## src/include/mdu_defines.svh

```systemverilog
//////////////////////////////////////////////////
// width and operation code macros for the multiply/divide unit
// included by the package, the stages and the testbench
//////////////////////////////////////////////////

`ifndef MDU_DEFINES_SVH
`define MDU_DEFINES_SVH

// register width, 64 for an RV64 build
`define MDU_XLEN 32

// funct3 codes of the M extension
`define MDU_F3_MUL    3'd0
`define MDU_F3_MULH   3'd1
`define MDU_F3_MULHSU 3'd2
`define MDU_F3_MULHU  3'd3
`define MDU_F3_DIV    3'd4
`define MDU_F3_DIVU   3'd5
`define MDU_F3_REM    3'd6
`define MDU_F3_REMU   3'd7

`endif

```

## src/hw/mdu_pkg.sv

```systemverilog
//////////////////////////////////////////////////
// vector types shared by the multiply/divide stages
// imported by wildcard in each module header
//////////////////////////////////////////////////

package mdu_pkg;

`include "mdu_defines.svh"

  //////////////////////////////////////////////////
  // data types
  //////////////////////////////////////////////////

  // one register word
  typedef logic [`MDU_XLEN-1:0] xlen_t;

  // full product of two register words
  typedef logic [2*`MDU_XLEN-1:0] dxlen_t;

  // operation code, taken from instruction funct3
  typedef logic [2:0] funct3_t;

  // most negative signed word
  // dividend of the signed overflow case and its quotient
  localparam xlen_t MDU_MOST_NEG = {1'b1, {(`MDU_XLEN-1){1'b0}}};

endpackage

```

## src/hw/mdu_operand_stage.sv

```systemverilog
//////////////////////////////////////////////////
// stage 1 of the multiply/divide pipeline
// turns operands into magnitudes and sign flags, detects division corners
//////////////////////////////////////////////////

`timescale 1ns/1ps

`include "mdu_defines.svh"

module mdu_operand_stage
  import mdu_pkg::*;
(
  input  logic    clk,
  input  logic    rst_n,
  // operation from the core
  input  logic    in_valid,
  input  funct3_t funct3,
  input  xlen_t   rs1,
  input  xlen_t   rs2,
  // towards the arithmetic stage
  output logic    s1_valid,
  output funct3_t s1_funct3,
  output xlen_t   s1_mag1,
  output xlen_t   s1_mag2,
  output logic    s1_neg_prod,
  output logic    s1_neg_quot,
  output logic    s1_neg_rem,
  output logic    s1_div_zero,
  output logic    s1_overflow,
  output xlen_t   s1_rs1
);

  // operand signedness per operation
  logic  rs1_signed;
  logic  rs2_signed;
  logic  is_div;
  // negative signed operands
  logic  neg1;
  logic  neg2;
  xlen_t mag1;
  xlen_t mag2;

  //////////////////////////////////////////////////
  // decode
  //////////////////////////////////////////////////

  always_comb begin
    rs1_signed = 1'b0;
    rs2_signed = 1'b0;
    is_div     = 1'b0;
    case (funct3)
      `MDU_F3_MULH: begin
        rs1_signed = 1'b1;
        rs2_signed = 1'b1;
      end
      // only rs1 signed
      `MDU_F3_MULHSU: rs1_signed = 1'b1;
      `MDU_F3_DIV, `MDU_F3_REM: begin
        rs1_signed = 1'b1;
        rs2_signed = 1'b1;
        is_div     = 1'b1;
      end
      `MDU_F3_DIVU, `MDU_F3_REMU: is_div = 1'b1;
      // MUL and MULHU stay unsigned
      default: ;
    endcase
  end

  // two's complement magnitudes
  assign neg1 = rs1_signed & rs1[`MDU_XLEN-1];
  assign neg2 = rs2_signed & rs2[`MDU_XLEN-1];
  assign mag1 = neg1 ? ~rs1 + xlen_t'(1) : rs1;
  assign mag2 = neg2 ? ~rs2 + xlen_t'(1) : rs2;

  //////////////////////////////////////////////////
  // registers
  //////////////////////////////////////////////////

  always_ff @(posedge clk or negedge rst_n) begin
    if (!rst_n) begin
      s1_valid <= 1'b0;
    end else begin
      s1_valid <= in_valid;
    end
  end

  // payload loads only with a valid operation
  always_ff @(posedge clk) begin
    if (in_valid) begin
      s1_funct3   <= funct3;
      s1_mag1     <= mag1;
      s1_mag2     <= mag2;
      s1_neg_prod <= neg1 ^ neg2;
      // quotient negative when signs differ
      s1_neg_quot <= neg1 ^ neg2;
      // remainder follows the dividend
      s1_neg_rem  <= neg1;
      s1_div_zero <= is_div & (rs2 == '0);
      // most negative by minus one, signed forms only
      s1_overflow <= is_div & rs2_signed & (rs1 == MDU_MOST_NEG) & (rs2 == '1);
      s1_rs1      <= rs1;
    end
  end

endmodule

```

## src/hw/mdu_arith_stage.sv

```systemverilog
//////////////////////////////////////////////////
// stage 2 of the multiply/divide pipeline
// unsigned product, quotient and remainder of the operand magnitudes
//////////////////////////////////////////////////

`timescale 1ns/1ps

module mdu_arith_stage
  import mdu_pkg::*;
(
  input  logic    clk,
  input  logic    rst_n,
  // from the operand stage
  input  logic    s1_valid,
  input  funct3_t s1_funct3,
  input  xlen_t   s1_mag1,
  input  xlen_t   s1_mag2,
  input  logic    s1_neg_prod,
  input  logic    s1_neg_quot,
  input  logic    s1_neg_rem,
  input  logic    s1_div_zero,
  input  logic    s1_overflow,
  input  xlen_t   s1_rs1,
  // towards the result stage
  output logic    s2_valid,
  output funct3_t s2_funct3,
  output dxlen_t  s2_prod,
  output xlen_t   s2_quot,
  output xlen_t   s2_rem,
  output logic    s2_neg_prod,
  output logic    s2_neg_quot,
  output logic    s2_neg_rem,
  output logic    s2_div_zero,
  output logic    s2_overflow,
  output xlen_t   s2_rs1
);

  xlen_t  divisor;
  dxlen_t prod;
  xlen_t  quot;
  xlen_t  rem;

  // zero divisor replaced by one
  // result stage overrides quotient and remainder in that case
  assign divisor = (s1_mag2 == '0) ? xlen_t'(1) : s1_mag2;

  // full width product of the magnitudes
  assign prod = dxlen_t'(s1_mag1) * dxlen_t'(s1_mag2);

  // truncating unsigned division
  assign quot = s1_mag1 / divisor;
  assign rem  = s1_mag1 % divisor;

  //////////////////////////////////////////////////
  // registers
  //////////////////////////////////////////////////

  always_ff @(posedge clk or negedge rst_n) begin
    if (!rst_n) begin
      s2_valid <= 1'b0;
    end else begin
      s2_valid <= s1_valid;
    end
  end

  always_ff @(posedge clk) begin
    if (s1_valid) begin
      s2_funct3   <= s1_funct3;
      s2_prod     <= prod;
      s2_quot     <= quot;
      s2_rem      <= rem;
      // control passed along unchanged
      s2_neg_prod <= s1_neg_prod;
      s2_neg_quot <= s1_neg_quot;
      s2_neg_rem  <= s1_neg_rem;
      s2_div_zero <= s1_div_zero;
      s2_overflow <= s1_overflow;
      s2_rs1      <= s1_rs1;
    end
  end

endmodule

```

## src/hw/mdu_result_stage.sv

```systemverilog
//////////////////////////////////////////////////
// stage 3 of the multiply/divide pipeline
// restores signs, applies corner results and selects rd
//////////////////////////////////////////////////

`timescale 1ns/1ps

`include "mdu_defines.svh"

module mdu_result_stage
  import mdu_pkg::*;
(
  input  logic    clk,
  input  logic    rst_n,
  // from the arithmetic stage
  input  logic    s2_valid,
  input  funct3_t s2_funct3,
  input  dxlen_t  s2_prod,
  input  xlen_t   s2_quot,
  input  xlen_t   s2_rem,
  input  logic    s2_neg_prod,
  input  logic    s2_neg_quot,
  input  logic    s2_neg_rem,
  input  logic    s2_div_zero,
  input  logic    s2_overflow,
  input  xlen_t   s2_rs1,
  // result to the core
  output logic    out_valid,
  output xlen_t   rd
);

  dxlen_t prod_signed;
  xlen_t  quot_signed;
  xlen_t  rem_signed;
  xlen_t  quot_final;
  xlen_t  rem_final;
  xlen_t  rd_next;

  //////////////////////////////////////////////////
  // sign restore
  //////////////////////////////////////////////////

  assign prod_signed = s2_neg_prod ? ~s2_prod + dxlen_t'(1) : s2_prod;
  assign quot_signed = s2_neg_quot ? ~s2_quot + xlen_t'(1) : s2_quot;
  assign rem_signed  = s2_neg_rem  ? ~s2_rem  + xlen_t'(1) : s2_rem;

  // divide by zero gives all ones and the dividend
  // overflow gives the most negative value and zero
  always_comb begin
    if (s2_div_zero) begin
      quot_final = '1;
      rem_final  = s2_rs1;
    end else if (s2_overflow) begin
      quot_final = MDU_MOST_NEG;
      rem_final  = '0;
    end else begin
      quot_final = quot_signed;
      rem_final  = rem_signed;
    end
  end

  //////////////////////////////////////////////////
  // word select
  //////////////////////////////////////////////////

  always_comb begin
    case (s2_funct3)
      `MDU_F3_MUL: rd_next = prod_signed[`MDU_XLEN-1:0];
      // high word for all three MULH forms
      `MDU_F3_MULH, `MDU_F3_MULHSU, `MDU_F3_MULHU: begin
        rd_next = prod_signed[2*`MDU_XLEN-1:`MDU_XLEN];
      end
      `MDU_F3_DIV, `MDU_F3_DIVU: rd_next = quot_final;
      default: rd_next = rem_final;
    endcase
  end

  always_ff @(posedge clk or negedge rst_n) begin
    if (!rst_n) begin
      out_valid <= 1'b0;
    end else begin
      out_valid <= s2_valid;
    end
  end

  // rd held until the next valid result
  always_ff @(posedge clk) begin
    if (s2_valid) begin
      rd <= rd_next;
    end
  end

endmodule

```

## src/hw/mdu_top.sv

```systemverilog
//////////////////////////////////////////////////
// multiply/divide unit, three stage fixed latency pipeline
//////////////////////////////////////////////////

`timescale 1ns/1ps

module mdu_top
  import mdu_pkg::*;
(
  input  logic    clk,
  input  logic    rst_n,
  input  logic    in_valid,
  input  funct3_t funct3,
  input  xlen_t   rs1,
  input  xlen_t   rs2,
  output logic    out_valid,
  output xlen_t   rd
);

  // stage 1 outputs
  logic    s1_valid;
  funct3_t s1_funct3;
  xlen_t   s1_mag1;
  xlen_t   s1_mag2;
  logic    s1_neg_prod;
  logic    s1_neg_quot;
  logic    s1_neg_rem;
  logic    s1_div_zero;
  logic    s1_overflow;
  xlen_t   s1_rs1;

  // stage 2 outputs
  logic    s2_valid;
  funct3_t s2_funct3;
  dxlen_t  s2_prod;
  xlen_t   s2_quot;
  xlen_t   s2_rem;
  logic    s2_neg_prod;
  logic    s2_neg_quot;
  logic    s2_neg_rem;
  logic    s2_div_zero;
  logic    s2_overflow;
  xlen_t   s2_rs1;

  mdu_operand_stage mdu_operand_stage_inst (
    .clk, .rst_n, .in_valid, .funct3, .rs1, .rs2,
    .s1_valid, .s1_funct3, .s1_mag1, .s1_mag2, .s1_neg_prod,
    .s1_neg_quot, .s1_neg_rem, .s1_div_zero, .s1_overflow, .s1_rs1
  );

  mdu_arith_stage mdu_arith_stage_inst (
    .clk, .rst_n,
    .s1_valid, .s1_funct3, .s1_mag1, .s1_mag2, .s1_neg_prod,
    .s1_neg_quot, .s1_neg_rem, .s1_div_zero, .s1_overflow, .s1_rs1,
    .s2_valid, .s2_funct3, .s2_prod, .s2_quot, .s2_rem, .s2_neg_prod,
    .s2_neg_quot, .s2_neg_rem, .s2_div_zero, .s2_overflow, .s2_rs1
  );

  mdu_result_stage mdu_result_stage_inst (
    .clk, .rst_n,
    .s2_valid, .s2_funct3, .s2_prod, .s2_quot, .s2_rem, .s2_neg_prod,
    .s2_neg_quot, .s2_neg_rem, .s2_div_zero, .s2_overflow, .s2_rs1,
    .out_valid, .rd
  );

endmodule

```

## config.mk

```make
export PLATFORM = sky130hd
export DESIGN_NAME = mdu_top
export DESIGN_NICKNAME = d
export VERILOG_FILES = /design/src/hw/mdu_pkg.sv /design/src/hw/mdu_operand_stage.sv /design/src/hw/mdu_arith_stage.sv /design/src/hw/mdu_result_stage.sv /design/src/hw/mdu_top.sv
export VERILOG_INCLUDE_DIRS = /design/src /design/src/include
export SDC_FILE = /design/constraint.sdc
export NUM_CORES = 2
export LEC_CHECK = 0
export BUFFER_PORTS_ARGS = -buffer_cell sky130_fd_sc_hd__buf_2
export CAP_MARGIN = 20
export CORE_ASPECT_RATIO = 0.9
export CORE_MARGIN = 2
export CORE_UTILIZATION = 55
export CTS_BUF_LIST = sky130_fd_sc_hd__clkbuf_2
export DETAILED_ROUTE_END_ITERATION = 6
export GPL_ROUTABILITY_DRIVEN = 0
export PLACE_DENSITY_LB_ADDON = 0.15
export SYNTH_ARGS = -nofsm -noshare
export SYNTH_HDL_FRONTEND = slang
export SYNTH_SLANG_ARGS = --single-unit
```

## constraint.sdc

```tcl
create_clock -name clk -period 209.9 [get_ports clk]
set_clock_uncertainty 0.1 [all_clocks]
set_input_delay 20.99 -clock clk [delete_from_list [all_inputs] [get_ports clk]]
set_output_delay 20.99 -clock clk [all_outputs]
set_load 0.01 [all_outputs]
```

# Word level (Yosys, flattened, before mapping)
# Cells that the tools add are included.
# word_totals
input_bits	70
output_inout_bits	33
reg_bits	305
# classes
multipliers	1
eq_ne	13
n_div	2
n_reduce_logical	8
muxes	14
n_addsub	5
bitwise_logic	12
# op_table
op	count
$mux 32	9
$add 32x1->32 const B	4
$not 32->32	4
$pmux 32 s3	1
$add 64x1->64 const B	1
$eq 32x32->1 const B	2
$logic_not 32->1	2
$mul 32x32->64	1
$mux 64	1
$not 64->64	1
$div 32x32->32	1
$mod 32x32->32	1
$eq 3x3->1 const B	6
$eq 3x2->1 const B	3
$reduce_or 4->1	2
$and 1x1->1	6
$eq 3x1->1 const B	2
$reduce_or 3->1	2
$logic_not 3->1	1
$mux 1	3
$reduce_or 2->1	1
$xor 1x1->1	1

# Longest topological paths before layout
# logic_depth
word_depth	6
mapped_depth	384
ltp_nobuf	348

# Hierarchy
# Synthesis repeated with hierarchy kept, for this count alone.
# hier_totals
hier_cells	9342
hier_area_um2	76927.5
# by_module_without_submodules
module	area_per_inst_um2	cells_per_inst	n_inst
mdu_arith_stage	66914.2	8321	1
mdu_result_stage	5387.7	687	1
mdu_operand_stage	4625.7	334	1

# Worst setup path after synthesis
# Ideal clock, no wire load.
# synth_path
path_type	register to register
start	reg mdu_operand_stage_inst.s1_mag2[8]
end	reg mdu_arith_stage_inst.s2_rem[30], data pin
slack_ps	136533
t_arrival_ps	73009
stages_incl_launch_ff	357
synth_period_minus_slack_ps	73367
required_time_ps	209542
cell_sequence	edfxtp_1 -> inv_1 -> and4_1 -> clkbuf_1 -> nand4_4 -> buf_2 -> clkbuf_1 -> and2_1 -> ha_1 -> nand2b_1 -> a2111o_1 -> nand3_1 -> inv_1 -> ha_1 -> and3_1 -> a211oi_1 -> a2111oi_2 -> or2_2 -> (+321 left out) -> o21ai_0 -> ha_1 -> nor2b_1 -> o21ai_0 -> a21boi_0 -> o41ai_1 -> o31a_1 -> o21ai_0 -> a22o_1 -> or4_1 -> a31oi_1 -> o31a_1 -> nand2_1 -> o211ai_1 -> a21o_1 -> clkbuf_1 -> nand2_1 -> o221a_2
# synth_via
elab_chain_cells	3
# synth_lines
element	line_no	rtl
from (decl)	mdu_operand_stage.sv:24	output xlen_t s1_mag2,
from (signal assigned)	mdu_operand_stage.sv:92	s1_mag2 <= mag2;
$logic_not 32->1	mdu_arith_stage.sv:45	assign divisor = (s1_mag2 == '0) ? xlen_t'(1) : s1_mag2;
$mux 32 *	mdu_arith_stage.sv:45	
$mod 32x32->32 *	mdu_arith_stage.sv:52	assign rem = s1_mag1 % divisor;
named net mdu_arith_stage_inst.rem[30]	mdu_arith_stage.sv:41	xlen_t rem;
to (signal assigned)	mdu_arith_stage.sv:71	s2_rem <= rem;
to (decl)	mdu_arith_stage.sv:29	output xlen_t s2_rem,
# The timed path passes the listed nets; every way through them passes the cells marked *.
# A chain may end at the register's enable or synchronous reset.

# Final worst setup path
# layout_path
start	reg mdu_operand_stage_inst.s1_mag2[31]
end	reg mdu_arith_stage_inst.s2_rem[31], data pin
# Same word-level chain as after synthesis.

==> metrics.md <==
| Metric | Value |
|---|---|
| Status | finished, violations left |
| Failing checks | design-rule violations |
| Maxcap violations | 0 |
| I/O pin total | 103 |
| Final slew viol count | 0 |
| HP Start | mdu_operand_stage_inst.s1_neg_prod$_DFFE_PP_ |
| Setup slack, reg-to-reg | 116720 ps |
| Vias | 73760 |
| Core Area | 137800 um^2 |
| Worst setup SP type | flip-flop |
| Initial Util | 0.5555 |
| 1st-iter DRT viols | 10080 |
| Crit path arrival time | 94140 ps |
| R2r startpoint | mdu_operand_stage_inst.s1_mag2[31]$_DFFE_PP_ |
| Drt pass-1 iters | 7 |
| First-pass GRT wire length | 445400 um |
| Detail Route Antenna Nets | 0 |
| Syn_area_per_cell | 8.129 um^2 |
| DRC violation count after routing | 2 |
| Die Height | 358.0 um |
| Slowest CP cell | a2111oi_0 |
| Yosys cell types | 108 |
| Critical path required time | 210860 ps |
| Worst-margin pin slew | 1211 ps |
| Synth Cell Area | 76570 um^2 |
| Routed wire per std cell | 26.58 um |
| Largest area contributor in the netlist | fa_1 |
| Post-synthesis register bit count | 304 |
| Yosys top cell area share | 0.2345 |
| Synth Instances | 9419 |
| Setup_tns | 0 ps |
| Number of global-route vias before repair | 71600 |
| Setup Buffers After CTS | 0 |
| CTS clk-pin slew, worst paths | 160 ps |
| Final instance area | 79980 um^2 |
| Reg2reg path depth | 328 |
| Stages on worst setup path | 328 |
| CTS Buf Count | 88 |
| Detail Placement HPWL | 231800 um |
| Worst-skew pair later-pin latency | 1470 ps |
| DIE WIDTH | 397.3 um |
| Synth warn | 0 |
| Hold Crit Depth | 0 |
| CP dominant cell by count | ha_1 |
| Initial antenna violation count | 29 |
| Area delta synth->final | 4.453% |
| Fmax | 0.01073 GHz |
| Share of layout cells above drive strength 1 | 0.06513 |
| Finished Core Util | 0.5802 |
| Kind of critical path | reg -> reg |
| Total congestion overflow | 0 |
| Total Routing Usage GR | 0.4177 |
| Ys async rst share | 0.009868 |
| Min Tclk post-route | 93180 ps |
| Resize count post-CTS | 0 |
| Top delay family on crit path | compound AO/OA/AOI/OAI gates |
| CTS max path bufs | 3 |
| Core Rows | 129 |
| DP Area | 79050 um^2 |
| CP Buf/Inv Count | 40 |
| Seq/Total Area, Yosys | 0.1190 |
| Nets | 11100 |
| Worst Setup End Kind | flip-flop |
| RR Endpoint | mdu_arith_stage_inst.s2_rem[31]$_DFFE_PP_ |
| Relative slew slack | 0.1861 |
| Die area | 142200 um^2 |
| Final setup violation count | 0 |
| Worst Hold Path EP | mdu_arith_stage_inst.s2_neg_prod$_DFFE_PP_ |
| Largest net degree at the start of global routing | 62 |
| Part of the cycle the worst path needs | 0.4439 |
| RSZ-0062 raised after global routing | false |
| DR vias/cell | 6.538 |
| EDFF count, synth | 301 |
| Crit Path Max Fanout | 37 |
| Post-CTS Hold Buffers | 0 |
| Net Count, Synth | 11160 |
| Worst path max stage delay | 890 ps |
| Htree depth | 3 |
| CTS Root Cell | clkbuf_2 |
| Worst hold path type | reg -> reg |
| CTS tree | yes |
| Final WL | 299800 um |
| Fin. Hold Viols | 0 |
| Clock sink total | 304 |
| Commonest register cell after synthesis | edfxtp_1 |
| I/O Buffers | 102 |
| Main area contributors after synthesis | fa_1 (23%), ha_1 (13%), edfxtp_1 (12%) |
## how the worst max path moves through the flow
stage	from	to	slack [ps]
6_report	mdu_operand_stage_inst.s1_mag2[31]$_DFFE_PP_	mdu_arith_stage_inst.s2_rem[31]$_DFFE_PP_	116720
5_1_grt	mdu_operand_stage_inst.s1_mag2[31]$_DFFE_PP_	mdu_arith_stage_inst.s2_rem[31]$_DFFE_PP_	111290
4_1_cts	mdu_operand_stage_inst.s1_mag2[31]$_DFFE_PP_	mdu_arith_stage_inst.s2_rem[23]$_DFFE_PP_	119400
3_5_place_dp	mdu_operand_stage_inst.s1_mag2[31]$_DFFE_PP_	mdu_arith_stage_inst.s2_rem[17]$_DFFE_PP_	119910
3_3_place_gp	mdu_operand_stage_inst.s1_mag2[31]$_DFFE_PP_	mdu_arith_stage_inst.s2_rem[17]$_DFFE_PP_	122960
2_1_floorplan	mdu_operand_stage_inst.s1_mag2[8]$_DFFE_PP_	mdu_arith_stage_inst.s2_rem[30]$_DFFE_PP_	136530
## synthesized netlist by cell type, drive strengths merged, types with 42 or more instances
| cell | n |
|---|---|
| buf | 99 |
| xnor2 | 358 |
| xor2 | 229 |
| a21oi | 509 |
| nor2 | 707 |
| a211oi | 78 |
| nor4 | 42 |
| and2 | 121 |
| nor2b | 68 |
| o21a | 134 |
| mux2 | 61 |
| nand2b | 69 |
| and3 | 59 |
| inv | 1207 |
| or3 | 84 |
| fa | 897 |
| a21o | 233 |
| or2 | 43 |
| o31ai | 93 |
| o211ai | 42 |
| o21bai | 51 |
| clkbuf | 311 |
| nand3 | 133 |
| nand2 | 1418 |
| ha | 773 |
| o21ai | 393 |
| a31oi | 96 |
| nand4 | 61 |
| edfxtp | 301 |
| nor3 | 202 |
## routing by layer
layer / global-route usage / vias up / part of all wire
met5: 0 / - / 0.00078
met4: 0.2312 / 38 / 0.069
met3: 0.1508 / 1149 / 0.15
met2: 0.5975 / 5283 / 0.40
met1: 0.5480 / 35460 / 0.38
li1: - / 31830 / -
## stage by stage
step,std cells,setup slack (ps),hold WS (ps)
after floorplan,9419,136530,300.3
final,11280,116720,162.4
after global routing,11270,111290,239.2
after global placement,11100,122960,301.2
after CTS,11260,119400,163.5
after detailed placement,11100,119910,304.5
## registers in the layout (all words and copies together), names as in the netlist, 31 cells and up
| name | cells |
|---|---|
| mdu_arith_stage_inst.s2_prod | 64 |
| mdu_result_stage_inst.rd | 32 |
| mdu_arith_stage_inst.s2_rem | 32 |
| mdu_arith_stage_inst.s2_quot | 32 |
| mdu_operand_stage_inst.s1_mag2 | 32 |
| mdu_arith_stage_inst.s2_rs1 | 32 |
| mdu_operand_stage_inst.s1_rs1 | 32 |
| mdu_operand_stage_inst.s1_mag1 | 31 |
## kinds of logic after synthesis
kind of cell | Yosys count | share of synthesized area
mux | 99 | 0.01394
xor+xnor | 587 | 0.06714
buf+inv | 1630 | 0.08046
flops | 304 | 0.1190
compound gates | 2034 | 0.1773
fa+ha+maj | 1670 | 0.3608
simple gates | 3095 | 0.1813
## layout by cell type, fill, tap and decap left out, types with 76 or more instances in the layout
master and count:
nand2_1 1417, inv_1 1191, fa_1 897, ha_1 773, nor2_1 703, a21oi_1 509, o21ai_0 367, xnor2_1 358
edfxtp_1 301, a21o_1 233, xor2_1 229, nor3_1 198, buf_4 158, o21a_1 134, nand3_1 133, and2_1 121
clkbuf_2 113, buf_2 101, a31oi_1 89, o31ai_1 86, or3_1 84, a211oi_1 76
## layout make-up
| cell class | instances | area [um^2] |
|---|---|---|
| Tap cell | 1834 | 2295 |
| Inverter | 1220 | 4579 |
| Fill cell | 12670 | 57860 |
| Timing Repair Buffer | 260 | 1719 |
| Sequential cell | 304 | 9117 |
| Antenna cell | 20 | 50.05 |
| Clock inverter | 45 | 277.8 |
| Clock buffer | 113 | 565.5 |
| Multi-Input combinational cell | 7485 | 61380 |
Power is left out: the tool's default activity adds up to more than one toggle a clock period on the data nets, which glitch-free logic cannot reach.
